`src/design/ipv4_chk_pkg.sv`:
```
/* IPv4 header checksum definitions */

package ipv4_chk_pkg;

    ////////////////////////////////////////
    // Header layout

    // Option-less IPv4 header is ten 16-bit words
    localparam int HDR_WORDS = 10;

    // Fixed version and header length nibbles
    localparam logic [3:0] IP_VERSION = 4'd4;
    localparam logic [3:0] IP_IHL     = 4'd5;

    ////////////////////////////////////////
    // Word type and check value

    typedef logic [15:0] hdr_word_t;

    // One's complement sum over a header with a correct checksum
    localparam hdr_word_t CHK_GOOD = 16'hFFFF;

endpackage
```
`src/design/ipv4_checksum_verify.sv`:
```
/* IPv4 checksum verify top level */

`timescale 1ns/100ps

module ipv4_checksum_verify #(
    parameter int FIFO_DEPTH = 16,
    parameter int FIFO_WIDTH = 17
) (
    input  logic        clk,
    input  logic        reset,
    // Header request
    input  logic        req,
    output logic        req_ready,
    input  logic [5:0]  ip_dscp,
    input  logic [1:0]  ip_ecn,
    input  logic [15:0] ip_length,
    input  logic [15:0] ip_identification,
    input  logic [2:0]  ip_flags,
    input  logic [12:0] ip_fragment_offset,
    input  logic [7:0]  ip_ttl,
    input  logic [7:0]  ip_protocol,
    input  logic [15:0] ip_hdr_chksum,
    input  logic [31:0] ip_source_ip,
    input  logic [31:0] ip_dest_ip,
    // Result
    output logic        result_valid,
    input  logic        result_ready,
    output logic        chksum_valid
);

    import ipv4_chk_pkg::*;

    ////////////////////////////////////////
    // Internal streams

    // Producer to FIFO
    logic                  wr_valid;
    logic                  wr_ready;
    hdr_word_t             wr_word;
    logic                  wr_last;

    // FIFO to checker with {last, word} entries
    logic                  rd_valid;
    logic                  rd_ready;
    logic [FIFO_WIDTH-1:0] rd_data;

    ////////////////////////////////////////
    // Blocks

    ipv4_header_serializer u_serializer (
        .clk                (clk),
        .reset              (reset),
        .req                (req),
        .req_ready          (req_ready),
        .ip_dscp            (ip_dscp),
        .ip_ecn             (ip_ecn),
        .ip_length          (ip_length),
        .ip_identification  (ip_identification),
        .ip_flags           (ip_flags),
        .ip_fragment_offset (ip_fragment_offset),
        .ip_ttl             (ip_ttl),
        .ip_protocol        (ip_protocol),
        .ip_hdr_chksum      (ip_hdr_chksum),
        .ip_source_ip       (ip_source_ip),
        .ip_dest_ip         (ip_dest_ip),
        .wr_valid           (wr_valid),
        .wr_ready           (wr_ready),
        .wr_word            (wr_word),
        .wr_last            (wr_last)
    );

    hdr_word_fifo #(
        .FIFO_DEPTH (FIFO_DEPTH),
        .FIFO_WIDTH (FIFO_WIDTH)
    ) u_fifo (
        .clk      (clk),
        .reset    (reset),
        .wr_valid (wr_valid),
        .wr_ready (wr_ready),
        .wr_data  ({wr_last, wr_word}),
        .rd_valid (rd_valid),
        .rd_ready (rd_ready),
        .rd_data  (rd_data)
    );

    ipv4_checksum_checker u_checker (
        .clk          (clk),
        .reset        (reset),
        .rd_valid     (rd_valid),
        .rd_ready     (rd_ready),
        .rd_word      (rd_data[$bits(hdr_word_t)-1:0]),
        .rd_last      (rd_data[FIFO_WIDTH-1]),
        .result_valid (result_valid),
        .result_ready (result_ready),
        .chksum_valid (chksum_valid)
    );

endmodule

```
`src/design/ipv4_checksum_checker.sv`:
```
/* IPv4 checksum checker */

`timescale 1ns/100ps

module ipv4_checksum_checker (
    input  logic                    clk,
    input  logic                    reset,
    // Word stream from the FIFO
    input  logic                    rd_valid,
    output logic                    rd_ready,
    input  ipv4_chk_pkg::hdr_word_t rd_word,
    input  logic                    rd_last,
    // Result
    output logic                    result_valid,
    input  logic                    result_ready,
    output logic                    chksum_valid
);

    import ipv4_chk_pkg::*;

    typedef enum logic {
        S_SUM,
        S_HOLD
    } state_t;

    state_t      state;
    hdr_word_t   sum_q;
    hdr_word_t   sum_next;
    logic [16:0] add_full;
    logic        word_taken;

    ////////////////////////////////////////
    // One's complement adder

    // Carry out of bit 15 wraps back into bit 0
    assign add_full = {1'b0, sum_q} + {1'b0, rd_word};
    assign sum_next = add_full[15:0] + hdr_word_t'(add_full[16]);

    ////////////////////////////////////////
    // Control

    assign rd_ready     = (state == S_SUM);
    assign result_valid = (state == S_HOLD);
    assign word_taken   = rd_valid && rd_ready;

    always_ff @(posedge clk) begin
        if (reset) begin
            state        <= S_SUM;
            sum_q        <= '0;
            chksum_valid <= 1'b0;
        end else begin
            case (state)
                S_SUM: begin
                    if (word_taken) begin
                        sum_q <= sum_next;
                        if (rd_last) begin
                            chksum_valid <= (sum_next == CHK_GOOD);
                            state        <= S_HOLD;
                        end
                    end
                end
                S_HOLD: begin
                    // Flag is held until the result is accepted
                    if (result_ready) begin
                        sum_q        <= '0;
                        chksum_valid <= 1'b0;
                        state        <= S_SUM;
                    end
                end
                default: state <= S_SUM;
            endcase
        end
    end

    ////////////////////////////////////////
    // Checks

    a_no_overlap: assert property (
        @(posedge clk) disable iff (reset)
        !(rd_ready && result_valid)
    );

    a_result_hold: assert property (
        @(posedge clk) disable iff (reset)
        result_valid && !result_ready |=> result_valid && $stable(chksum_valid)
    );

endmodule

```
`src/design/hdr_word_fifo.sv`:
```
/* Header word FIFO */

`timescale 1ns/100ps

module hdr_word_fifo #(
    parameter int FIFO_DEPTH = 16,
    parameter int FIFO_WIDTH = 17
) (
    input  logic                  clk,
    input  logic                  reset,
    // Write side
    input  logic                  wr_valid,
    output logic                  wr_ready,
    input  logic [FIFO_WIDTH-1:0] wr_data,
    // Read side
    output logic                  rd_valid,
    input  logic                  rd_ready,
    output logic [FIFO_WIDTH-1:0] rd_data
);

    // Depth is a power of two so the pointers wrap on their own
    localparam int PTR_W = $clog2(FIFO_DEPTH);
    localparam int CNT_W = PTR_W + 1;

    logic [FIFO_WIDTH-1:0] mem [FIFO_DEPTH];
    logic [PTR_W-1:0]      wr_ptr;
    logic [PTR_W-1:0]      rd_ptr;
    logic [CNT_W-1:0]      count;
    logic                  wr_en;
    logic                  rd_en;

    ////////////////////////////////////////
    // Flow control

    assign wr_ready = (count != CNT_W'(FIFO_DEPTH));
    assign rd_valid = (count != '0);
    assign wr_en    = wr_valid && wr_ready;
    assign rd_en    = rd_valid && rd_ready;

    ////////////////////////////////////////
    // Storage

    always_ff @(posedge clk) begin
        if (wr_en) begin
            mem[wr_ptr] <= wr_data;
        end
    end

    // Head entry comes straight from the storage flops
    assign rd_data = mem[rd_ptr];

    ////////////////////////////////////////
    // Pointers and occupancy

    always_ff @(posedge clk) begin
        if (reset) begin
            wr_ptr <= '0;
            rd_ptr <= '0;
            count  <= '0;
        end else begin
            if (wr_en) begin
                wr_ptr <= wr_ptr + 1'b1;
            end
            if (rd_en) begin
                rd_ptr <= rd_ptr + 1'b1;
            end
            case ({wr_en, rd_en})
                2'b10:   count <= count + 1'b1;
                2'b01:   count <= count - 1'b1;
                default: count <= count;
            endcase
        end
    end

    ////////////////////////////////////////
    // Checks

    a_count_bound: assert property (
        @(posedge clk) disable iff (reset)
        count <= CNT_W'(FIFO_DEPTH)
    );

    // Empty with nothing written means nothing can be popped next cycle
    a_no_empty_read: assert property (
        @(posedge clk) disable iff (reset)
        (count == '0) && !wr_en |=> !rd_en
    );

endmodule

```
`src/design/ipv4_header_serializer.sv`:
```
/* IPv4 header serializer */

`timescale 1ns/100ps

module ipv4_header_serializer (
    input  logic                    clk,
    input  logic                    reset,
    // Header request
    input  logic                    req,
    output logic                    req_ready,
    input  logic [5:0]              ip_dscp,
    input  logic [1:0]              ip_ecn,
    input  logic [15:0]             ip_length,
    input  logic [15:0]             ip_identification,
    input  logic [2:0]              ip_flags,
    input  logic [12:0]             ip_fragment_offset,
    input  logic [7:0]              ip_ttl,
    input  logic [7:0]              ip_protocol,
    input  logic [15:0]             ip_hdr_chksum,
    input  logic [31:0]             ip_source_ip,
    input  logic [31:0]             ip_dest_ip,
    // Word stream toward the FIFO
    output logic                    wr_valid,
    input  logic                    wr_ready,
    output ipv4_chk_pkg::hdr_word_t wr_word,
    output logic                    wr_last
);

    import ipv4_chk_pkg::*;

    localparam int               IDX_W    = $clog2(HDR_WORDS);
    localparam logic [IDX_W-1:0] LAST_IDX = IDX_W'(HDR_WORDS - 1);

    typedef enum logic {
        S_IDLE,
        S_SEND
    } state_t;

    state_t           state;
    logic [IDX_W-1:0] word_idx;
    logic             word_taken;

    // Latched header fields
    logic [5:0]  dscp_q;
    logic [1:0]  ecn_q;
    logic [15:0] length_q;
    logic [15:0] ident_q;
    logic [2:0]  flags_q;
    logic [12:0] frag_q;
    logic [7:0]  ttl_q;
    logic [7:0]  proto_q;
    logic [15:0] chksum_q;
    logic [31:0] src_q;
    logic [31:0] dst_q;

    ////////////////////////////////////////
    // Control

    assign req_ready  = (state == S_IDLE);
    assign wr_valid   = (state == S_SEND);
    assign wr_last    = wr_valid && (word_idx == LAST_IDX);
    assign word_taken = wr_valid && wr_ready;

    always_ff @(posedge clk) begin
        if (reset) begin
            state    <= S_IDLE;
            word_idx <= '0;
        end else begin
            case (state)
                S_IDLE: begin
                    if (req) begin
                        state    <= S_SEND;
                        word_idx <= '0;
                    end
                end
                S_SEND: begin
                    if (word_taken) begin
                        if (wr_last) begin
                            state    <= S_IDLE;
                            word_idx <= '0;
                        end else begin
                            word_idx <= word_idx + 1'b1;
                        end
                    end
                end
                default: state <= S_IDLE;
            endcase
        end
    end

    // Fields are captured only on an accepted request
    always_ff @(posedge clk) begin
        if (req && req_ready) begin
            dscp_q   <= ip_dscp;
            ecn_q    <= ip_ecn;
            length_q <= ip_length;
            ident_q  <= ip_identification;
            flags_q  <= ip_flags;
            frag_q   <= ip_fragment_offset;
            ttl_q    <= ip_ttl;
            proto_q  <= ip_protocol;
            chksum_q <= ip_hdr_chksum;
            src_q    <= ip_source_ip;
            dst_q    <= ip_dest_ip;
        end
    end

    ////////////////////////////////////////
    // Word select in wire order

    always_comb begin
        case (word_idx)
            IDX_W'(0): wr_word = {IP_VERSION, IP_IHL, dscp_q, ecn_q};
            IDX_W'(1): wr_word = length_q;
            IDX_W'(2): wr_word = ident_q;
            IDX_W'(3): wr_word = {flags_q, frag_q};
            IDX_W'(4): wr_word = {ttl_q, proto_q};
            IDX_W'(5): wr_word = chksum_q;
            IDX_W'(6): wr_word = src_q[31:16];
            IDX_W'(7): wr_word = src_q[15:0];
            IDX_W'(8): wr_word = dst_q[31:16];
            default:   wr_word = dst_q[15:0];
        endcase
    end

    // A stalled word stays offered and unchanged
    a_word_hold: assert property (
        @(posedge clk) disable iff (reset)
        wr_valid && !wr_ready |=> wr_valid && $stable(wr_word) && $stable(wr_last)
    );

endmodule

```
`config.mk`:
```
export PLATFORM = sky130hd
export DESIGN_NAME = ipv4_checksum_verify
export DESIGN_NICKNAME = d
export VERILOG_FILES = /design/src/design/ipv4_chk_pkg.sv /design/src/design/ipv4_checksum_verify.sv /design/src/design/ipv4_checksum_checker.sv /design/src/design/hdr_word_fifo.sv /design/src/design/ipv4_header_serializer.sv
export SDC_FILE = /design/constraint.sdc
export NUM_CORES = 1
export LEC_CHECK = 0
export BUFFER_PORTS_ARGS = -buffer_cell sky130_fd_sc_hd__buf_2
export CAP_MARGIN = 20
export CORE_AREA = 10 10 255 257
export DETAILED_ROUTE_END_ITERATION = 8
export DIE_AREA = 0 0 265 267
export GPL_TIMING_DRIVEN = 1
export HOLD_SLACK_MARGIN = 0.15
export PLACE_DENSITY = 0.55
export SLEW_MARGIN = 30
export SYNTH_ARGS = -nofsm -noshare
export SYNTH_HDL_FRONTEND = slang
export SYNTH_SLANG_ARGS = --single-unit
```
`constraint.sdc`:
```
create_clock -name clk -period 8.5 [get_ports clk]
set_clock_uncertainty 0.15 [all_clocks]
set_input_delay 0.425 -clock clk [delete_from_list [all_inputs] [get_ports clk]]
set_output_delay 0.425 -clock clk [all_outputs]
set_load 0.05 [all_outputs]
```
==> results of run 1 <==
==> where the power goes <==
group | internal, mW | switching, mW | leakage [nW]
clock network | 1.18 | 0.845 | 0.733
registers | 2.65 | 0.0817 | 4.21
logic | 0.846 | 1.15 | 3.21
total | 4.68 | 2.07 | 8.15
==> repair_timing <==
action | 4_1_cts | 5_1_grt
hold buffers | 154 | 0
setup endpoints to repair | 0 | 0
hold endpoints to repair | 154 | 0
==> cells by family (layout without fill, tap and decap cells) <==
family	count (synthesis)	count (layout)
AO/OA/AOI/OAI	186	186
XOR/XNOR	23	23
adder cells (fa/ha/maj)	33	33
buffers and inverters	75	448
flip-flops	464	464
multiplexers	87	87
AND/OR/NAND/NOR	221	221
==> registers in the layout, summed over array words and instances (netlist names), 2 cells and up, named ones only <==
signal and count:
u_serializer.frag_q 13, u_serializer.length_q 16, u_serializer.dscp_q 6, u_fifo.wr_ptr 4
u_serializer.ttl_q 8, u_checker.sum_q 16, u_serializer.ident_q 16, u_fifo.mem 272
u_serializer.word_idx 4, u_serializer.src_q 32, u_serializer.chksum_q 16, u_serializer.proto_q 8
u_serializer.flags_q 3, u_serializer.dst_q 32, u_fifo.rd_ptr 4, u_fifo.count 5
u_serializer.ecn_q 2
==> synth_stat cells, drive strengths merged (3+ instances only) <==
cell type  number  area, um2
a211o           4       36.3
a211oi          8       70.1
a21o            7       52.6
a21oi          51        255
a221oi         18        158
a222oi          4       40.0
a22o           20        175
a22oi          21        158
a31oi           3       18.8
and2            9       56.3
and3           10       62.6
buf            17       80.1
clkbuf         39        146
dfxtp          40        801
edfxtp        424      12700
ha             31        388
inv            19       71.3
mux4           84       1890
nand2          47        176
nand2b          8       50.1
nand3          22        110
nand4          23        159
nor2           55        206
nor2b           4       25.0
nor3           14       70.1
nor4           10       68.8
o2111a          3       33.8
o21a            3       22.5
o21ai          18       93.8
o311ai          3       33.8
o31a            3       26.3
or2             5       31.3
or3             3       18.8
or4             3       22.5
xnor2          10       87.6
xor2           13        114
==> routing by layer <==
layer / up-vias / global-route usage
met1: 5703 / 0.169
met3: 53 / 0.0295
met2: 348 / 0.238
met4: 0 / 0.0320
li1: 5107 / -
met5: - / 0
==> layout by cell type, fill, tap and decap left out, drive strengths merged, types with 4 or more instances in the layout <==
cell         Yosys  routed
xnor2           10      10
a21oi           51      51
nor3            14      14
a211oi           8       8
dlygate4sd3      0     154
clkbuf          39      57
or2              5       5
buf             17     191
ha              31      31
and2             9       9
nand2           47      47
nor2            55      55
nor4            10      10
a211o            4       4
clkinv           0      20
xor2            13      13
nand3           22      22
nand4           23      23
o21ai           18      18
dfxtp           40      40
nand2b           8       8
a22oi           21      21
a21o             7       7
a222oi           4       4
a221oi          18      18
nor2b            4       4
mux4            84      84
a22o            20      20
bufinv           0       4
edfxtp         424     424
inv             19      19
and3            10      10
==> worst max path at each step <==
stage | from | end
after floorplan | u_serializer.wr_valid | u_serializer.word_idx[2]
after global placement | register | u_checker.chksum_valid
after detailed placement | register | u_checker.chksum_valid
after CTS | register | u_checker.chksum_valid
after global routing | register | u_checker.sum_q[15]
final | register | u_checker.chksum_valid
==> through the flow <==
step | cells | area, um2 | total power [mW]
after global placement | 2005 | 20800 | 4.69
after floorplan | 1089 | 18900 | 4.22
after global routing | 2244 | 23900 | 7.10
after detailed placement | 2006 | 20800 | 4.72
final | 2244 | 23900 | 6.75
after CTS | 2244 | 23800 | 6.80
==> critical path, delay by kind of cell, from the launching register on <==
family	cells	cell delay (ns)
simple gates	5	1.04
buf+inv	1	0.28
fa+ha+maj	3	0.92
mux	2	1.00
compound gates	9	2.08
flops	1	0.71
==> layout make-up <==
type                    count  area share
repair buffers            345       0.109
clock buffers              57      0.0535
flip-flops and latches    464       0.568
multi-input cells         550       0.216
well taps                 782      0.0410
inverters                  19     0.00299
clock inverters            27     0.00971
==> flow_summary.json, run 1 <==
{
  "status": "finished clean",
  "route.detailed.drc": 0,
  "setup_slack_ns": 2.26,
  "synth_seq_cells": 464,
  "finalHoldViolations": 0,
  "ff2ff_path_depth": 20,
  "worst_slew_pin_slew_ns": 0.986,
  "clock-root-buffer": "clkbuf_16",
  "place_ws_ns": 2.32,
  "setup_violations": 0,
  "rrSetupSlack_ns": 2.26,
  "grt_pass1_wl_mm": 74.1,
  "avgSynthCellArea_um2": 17.4,
  "relSlewSlack": 0.343,
  "postSynthCellCount": 1089,
  "grt.total_usage": 0.136,
  "slowest_delay_ns": 0.71,
  "dieArea_mm2": 0.0708,
  "whs_endpoint": "u_checker.sum_q[9]",
  "met3_length_mm": 2.92,
  "cts_setup_buffers": 0,
  "clock_path_buffers": 3,
  "synthToLayoutAreaGrowth_pct": 26.1,
  "start_util": 0.316,
  "crit_path_end_kind": "register",
  "rsz0062_at_grt": "false",
  "synth_area_mm2": 0.0189,
  "fmax_mhz": 160,
  "crit_chain": "buf_12, mux4_2, mux4_2, ha_1, fa_1, a211oi_2, o21ai_2, a2111o_1, a21o_1, a21oi_1, o21bai_1, a21o_1, ha_1, and3_1, nor2_1, nand4_1, nor3b_1, nor4bb_1, o2111a_1, a21o_1",
  "vias_per_cell": 5.00,
  "final_util": 0.398,
  "cp.required_ns": 8.86,
  "maxSlewViolCount": 0,
  "post_cts_resized": 0,
  "grt_max_degree": 84,
  "fillers": 5375,
  "place_hpwl_mm": 30.1,
  "diodes": 0,
  "syn_nets": 1278,
  "gp_congestion": 0.774,
  "r2r-end": "u_checker.chksum_valid",
  "clkTransAtPathRegs_ns": 0.06,
  "routed_wl_mm": 48.7,
  "nets": 1616,
  "synth-async-reset-ratio": 0,
  "ys_seq_area_frac": 0.715,
  "synth_ff_type": "edfxtp_1",
  "ios": 159,
  "cp_max_fo": 26,
  "clk_latency_ns": 0.55,
  "startpoint_type": "register",
  "synth_fa_ha_area_frac": 0.0226,
  "wl_met1_mm": 20.6,
  "min_period_ns": 6.24,
  "highest_layer": "met4",
  "register_area_mm2": 0.0135,
  "grt_pass1_vias": 11877,
  "antenna_found_initial": 0,
  "wl_met2_mm": 24.4,
  "synth.distinct_cells": 70,
  "drive_above_1_share": 0.260,
  "cp.arrival_ns": 6.59,
  "worst_ir_drop_vdd_mv": 0.183,
  "vias": 11211,
  "cts_made_buffers": 47,
  "synth_top_family_by_area": "multiplexers",
  "grt-ovfl-total": 0,
  "ys_warn_count": 0,
  "period_share": 0.734,
  "multi_input_area_mm2": 0.00515,
  "crit_path_top_delay_cell": "dfxtp_4",
  "crit_type": "register to register",
  "cts_tree": "built",
  "muxShareOfSynthArea": 0.102,
  "holdPathStages": 2,
  "synth_edf_count": 424,
  "die_y_um": 267,
  "clkSinkCount": 464,
  "die_w_um": 265,
  "hold_slack_ns": 0.328,
  "hp-class": "register to register",
  "drv_cap": 0,
  "htree_levels": 2,
  "final_antenna_net_count": 0,
  "synth_compound_gate_area_share": 0.0727,
  "synth_xor_area_frac": 0.0106,
  "synth_simple_gate_area_share": 0.0612,
  "rows": 90,
  "power_density_mw_per_mm2": 283,
  "wl_per_cell_um": 21.7,
  "critical_path.most_common_cell": "a21o_1",
  "numPortBuffers": 158,
  "drt_iter0_drc": 868,
  "coreArea_mm2": 0.0599,
  "min_from": "u_checker.sum_q[9]",
  "drtPass1Iterations": 5,
  "p_leak_nw": 8.15,
  "fin_setup_tns_ns": 0
}
Note: power is estimated with default switching activity, not from simulation.
==> run 2: changes to the inputs <==
==> constraint.sdc (replaced) <==
create_clock -name clk -period 5.3 [get_ports clk]
set_clock_uncertainty 0.15 [all_clocks]
set_input_delay 0.265 -clock clk [delete_from_list [all_inputs] [get_ports clk]]
set_output_delay 0.265 -clock clk [all_outputs]
set_load 0.05 [all_outputs]
==> run 2 against run 1 <==
Compared with the run above: fmax rose by 22%; utilization rose by 1.6 points; largest cell class unchanged; final area rose by 4.0%; via count rose by 2.1%; sequential power rose by 60%; largest power group unchanged; combinational power rose by 97%; critical endpoint unchanged; routed wire length rose by 4.2%; critical path depth did not move.
==> flow_summary.json, run 2 (synthesis results as in run 1) <==
{
  "route.detailed.drc": 0,
  "power_density_mw_per_mm2": 470,
  "grt_max_degree": 155,
  "mostFrequentLayoutCell": "edfxtp_1",
  "grt_pass1_wl_mm": 76.8,
  "routed_wl_mm": 50.8,
  "final_cells": 2305,
  "finalHoldViolations": 0,
  "register_area_mm2": 0.0135,
  "startpoint_type": "register",
  "relSlewSlack": 0.372,
  "drt_iter0_drc": 842,
  "grt-ovfl-total": 0,
  "clock_path_buffers": 3,
  "crit_type": "register to register",
  "drtPass1Iterations": 5,
  "fillers": 5292,
  "htree_levels": 2,
  "nets": 1678,
  "most-common-layout-cells": "edfxtp_1 (424), buf_2 (158), dlygate4sd3_1 (155), mux4_2 (84), buf_4 (74)",
  "vias": 11446,
  "crit_path_end_kind": "register",
  "crit_chain": "buf_12, buf_16, mux4_2, mux4_2, ha_4, and2_1, a221o_1, a2111o_1, a21o_1, a21oi_2, o21bai_1, a21o_1, ha_2, o2111a_1, nor4b_4, nor4b_4, nand4_4, o31a_1, o211a_1, a21o_1",
  "grt_pass1_vias": 12146,
  "grt.total_usage": 0.143,
  "crit_path_top_delay_cell": "mux4_2",
  "top_register": "u_fifo.mem",
  "ff2ff_path_depth": 20,
  "min_from": "ip_ttl[0]",
  "hold_slack_ns": 0.243,
  "critical-path-top-delay-family": "compound AO/OA/AOI/OAI gates",
  "critPathBufInv": 2,
  "cp.arrival_ns": 5.46,
  "reg_top3": "u_fifo.mem (272), u_serializer.dst_q (32), u_serializer.src_q (32)",
  "clk_latency_ns": 0.57,
  "setup_violations": 0,
  "coreArea_mm2": 0.0599,
  "wl_per_cell_um": 22.0,
  "hp-class": "input pin to register",
  "ios": 159,
  "numPortBuffers": 158,
  "cp.required_ns": 5.63,
  "fin_setup_tns_ns": 0,
  "fmax_mhz": 195,
  "vias_per_cell": 4.97,
  "worst_ir_drop_vdd_mv": 0.310,
  "cts_made_buffers": 47,
  "maxSlewViolCount": 0,
  "r2r-end": "u_checker.chksum_valid",
  "start_util": 0.316,
  "clock-root-buffer": "clkbuf_16",
  "drive_above_1_share": 0.308,
  "rsz0062_at_grt": "true",
  "place_hpwl_mm": 31.9,
  "rows": 90,
  "drv_cap": 0,
  "clkSinkCount": 464,
  "final_antenna_net_count": 0,
  "min_period_ns": 5.13,
  "worst_slew_pin_slew_ns": 0.943,
  "gp_congestion": 0.806,
  "critical_path.most_common_cell": "a21o_1",
  "synthToLayoutAreaGrowth_pct": 31.1,
  "multi_input_area_mm2": 0.00539,
  "p_leak_nw": 8.55,
  "clkTransAtPathRegs_ns": 0.08,
  "place_inst": 2045,
  "slowest_delay_ns": 0.55,
  "dieArea_mm2": 0.0708,
  "cts_tree": "built",
  "status": "finished clean",
  "cp_max_fo": 6,
  "holdPathStages": 2,
  "die_w_um": 265,
  "die_y_um": 267,
  "whs_endpoint": "u_serializer.ttl_q[0]",
  "rrSetupSlack_ns": 0.17,
  "largest_register_ff_count": 272,
  "antenna_found_initial": 2,
  "period_share": 0.968
}
## run 2: cell types whose count changed in the layout (fill, tap and decap cells not counted), sizes merged
cell and delta:
clkinv -1, inv +2, clkbuf -5, dlygate4sd3 +1, bufinv +3, diode +2
buf +59
## run 2: stage by stage
stage	setup slack [ns]	power [mW]	area, um2	util
floorplan	0.0128	6.81	19000	-
global placement	0.00278	7.89	21300	0.355
detailed placement	-0.0555	7.95	21300	0.355
CTS	0.00280	11.4	24400	0.407
global route	-0.0735	12.3	24800	0.414
finish	0.168	11.6	24800	0.414
## run 2: what timing repair did
item / 4_1_cts / 5_1_grt
buffers inserted: 2 / 19
hold buffers: 155 / 0
pin swaps: 1 / 19
resized for setup: 3 / 35
hold endpoints to repair: 169 / 0
cloned: 0 / 2
endpoints found under the setup margin: 2 / 8
## run 2: layer usage
metal  vias to the layer above  track usage  routed length [um]
met1                      5794        0.177               21300
met4                         0       0.0388                1010
met3                        64       0.0329                3160
met5                         -            0                   0
met2                       357        0.245               25300
li1                       5231            -                   -
## run 2: power by group
| group | internal [mW] | switching, mW | leakage, nW |
|---|---|---|---|
| Clock | 1.96 | 1.39 | 0.749 |
| Combinational | 1.90 | 2.03 | 3.59 |
| Sequential | 4.25 | 0.125 | 4.21 |
## run 2: final cells by class
type | instances | share of cell area
well taps | 782 | 0.0395
inverters | 19 | 0.00288
clock buffers | 50 | 0.0479
flip-flops and latches | 464 | 0.546
repair buffers | 407 | 0.132
diodes | 2 | 0.000202
clock inverters | 31 | 0.0136
multi-input cells | 550 | 0.218
## run 2: worst max-delay path by stage
stage	slack, ns	cells after the start	startpoint	endpoint
6_report	0.17	20	register	u_checker.chksum_valid
5_1_grt	-0.07	21	register	u_checker.chksum_valid
4_1_cts	0.003	20	register	u_checker.chksum_valid
3_5_place_dp	-0.06	19	register	u_checker.sum_q[15]
3_3_place_gp	0.003	19	register	u_checker.chksum_valid
2_1_floorplan	0.01	21	register	u_checker.chksum_valid
==> run 3: changes to the inputs <==
--- a/config.mk
+++ b/config.mk
@@ -13,6 +13,7 @@
 export GPL_TIMING_DRIVEN = 1
 export HOLD_SLACK_MARGIN = 0.15
 export PLACE_DENSITY = 0.55
+export RECOVER_POWER = 25
 export SLEW_MARGIN = 30
 export SYNTH_ARGS = -nofsm -noshare
 export SYNTH_HDL_FRONTEND = slang
==> run 3 against run 2 <==
Compared with the run above: sequential power barely moved; global-route usage unchanged; total power about the same; combinational power about the same; critical endpoint unchanged; sequential share of layout area up 0.16 points; flip-flop and latch count did not move; critical path depth stayed put; largest cell class unchanged; the flow now finishes with violations (max-capacitance violations, max-slew violations); die area stayed put.
==> flow_summary.json, run 3 (synthesis results as in run 1) <==
{
  "rows": 90,
  "cts_tree": "built",
  "period_share": 0.969,
  "grt.total_usage": 0.143,
  "grt_max_degree": 155,
  "setup_violations": 0,
  "wl_per_cell_um": 22.1,
  "maxSlewViolCount": 155,
  "startpoint_type": "register",
  "rsz0062_at_grt": "true",
  "clock_path_buffers": 3,
  "clk_latency_ns": 0.57,
  "fmax_mhz": 195,
  "crit_path_top_delay_cell": "mux4_2",
  "vias": 11470,
  "die_w_um": 265,
  "most-common-layout-cells": "edfxtp_1 (424), dlygate4sd3_1 (155), buf_2 (109), mux4_2 (84), buf_4 (74)",
  "clock-root-buffer": "clkbuf_16",
  "slowest_delay_ns": 0.55,
  "synthToLayoutAreaGrowth_pct": 30.7,
  "clkSinkCount": 464,
  "clkTransAtPathRegs_ns": 0.07,
  "reg_top3": "u_fifo.mem (272), u_serializer.dst_q (32), u_serializer.src_q (32)",
  "critical-path-top-delay-family": "compound AO/OA/AOI/OAI gates",
  "largest_register_ff_count": 272,
  "fin_area_mm2": 0.0247,
  "drv_cap": 1,
  "top_register": "u_fifo.mem",
  "antenna_found_initial": 2,
  "routed_wl_mm": 50.8,
  "ios": 159,
  "fin_setup_tns_ns": 0,
  "finalHoldViolations": 0,
  "finalPower_mw": 11.6,
  "worst_slew_pin_slew_ns": 3.75,
  "critPathBufInv": 2,
  "start_util": 0.316,
  "worst_ir_drop_vdd_mv": 0.309,
  "cts_made_buffers": 47,
  "vias_per_cell": 4.98,
  "crit_path_end_kind": "register",
  "hp-class": "input pin to register",
  "crit_chain": "buf_12, buf_16, mux4_2, mux4_2, ha_4, and2_1, a221o_1, a2111o_1, a21o_1, a21oi_2, o21bai_1, a21o_1, ha_2, o2111a_1, nor4b_4, nor4b_4, nand4_4, o31a_1, o211a_1, a21o_1",
  "crit_type": "register to register",
  "drt_iter0_drc": 843,
  "min_period_ns": 5.13,
  "gp_congestion": 0.806,
  "grt_pass1_wl_mm": 76.8,
  "nets": 1678,
  "relSlewSlack": -1.50,
  "coreArea_mm2": 0.0599,
  "postPlaceCellArea_mm2": 0.0213,
  "grt-ovfl-total": 0,
  "violations": "max-capacitance violations, max-slew violations",
  "place_hpwl_mm": 31.9,
  "drtPass1Iterations": 5,
  "htree_levels": 2,
  "cp.arrival_ns": 5.46,
  "power_density_mw_per_mm2": 471,
  "grt_pass1_vias": 12146,
  "final_cells": 2305,
  "dieArea_mm2": 0.0708,
  "p_leak_nw": 8.42,
  "cp.required_ns": 5.63,
  "mostFrequentLayoutCell": "edfxtp_1",
  "status": "finished with violations",
  "place_inst": 2045,
  "final_antenna_net_count": 0,
  "drive_above_1_share": 0.277,
  "die_y_um": 267,
  "cp_max_fo": 6,
  "critical_path.most_common_cell": "a21o_1",
  "numPortBuffers": 158,
  "route.detailed.drc": 0
}
run 3: cell types whose count changed in the layout (fill, tap and decap cells not counted), sizes merged:
cell | before | now
buf | 250 | 200
clkbuf | 52 | 102
run 3: through the flow:
step	worst slack (ns)	hold WS [ns]	utilization
5_1_grt	-0.0735	0.239	0.413
2_1_floorplan	0.0128	0.214	-
4_1_cts	0.00280	0.205	0.407
3_5_place_dp	-0.0555	0.293	0.355
6_report	0.165	0.243	0.413
3_3_place_gp	0.00278	0.292	0.355
run 3: final cells by class:
class	count	area (um2)
fillers	5323	35200
flip-flops and latches	464	13500
multi-input cells	550	5390
repair buffers	407	3210
clock buffers	50	1190
well taps	782	978
clock inverters	31	337
inverters	19	71.3
diodes	2	5.00
run 3: repair_timing:
action	CTS	global route
gates resized for setup	3	35
pin swaps	1	19
endpoints found under the setup margin	2	8
endpoints found under the hold margin	169	0
gates cloned	0	2
hold buffers	155	0
buffers inserted	2	19
run 3: final timing paths:
path	start	end	slack [ns]	depth (start not counted)
max	register	u_checker.chksum_valid	0.17	20
min reg2reg	u_checker.sum_q[12]	u_checker.sum_q[12]	0.34	2
min	ip_ttl[0]	u_serializer.ttl_q[0]	0.24	2
max reg2reg	register	u_checker.chksum_valid	0.17	20
run 3: where the power goes:
part	internal (mW)	switching (mW)	total [mW]
clock	1.96	1.39	3.34
sequential	4.26	0.125	4.38
combinational	1.89	2.03	3.92
run 3: routing by layer:
metal | vias to the layer above | track usage | share of wire
li1 | 5235 | - | -
met1 | 5802 | 0.177 | 0.42
met2 | 364 | 0.245 | 0.50
met3 | 69 | 0.0329 | 0.063
met4 | 0 | 0.0388 | 0.021
met5 | - | 0 | 0
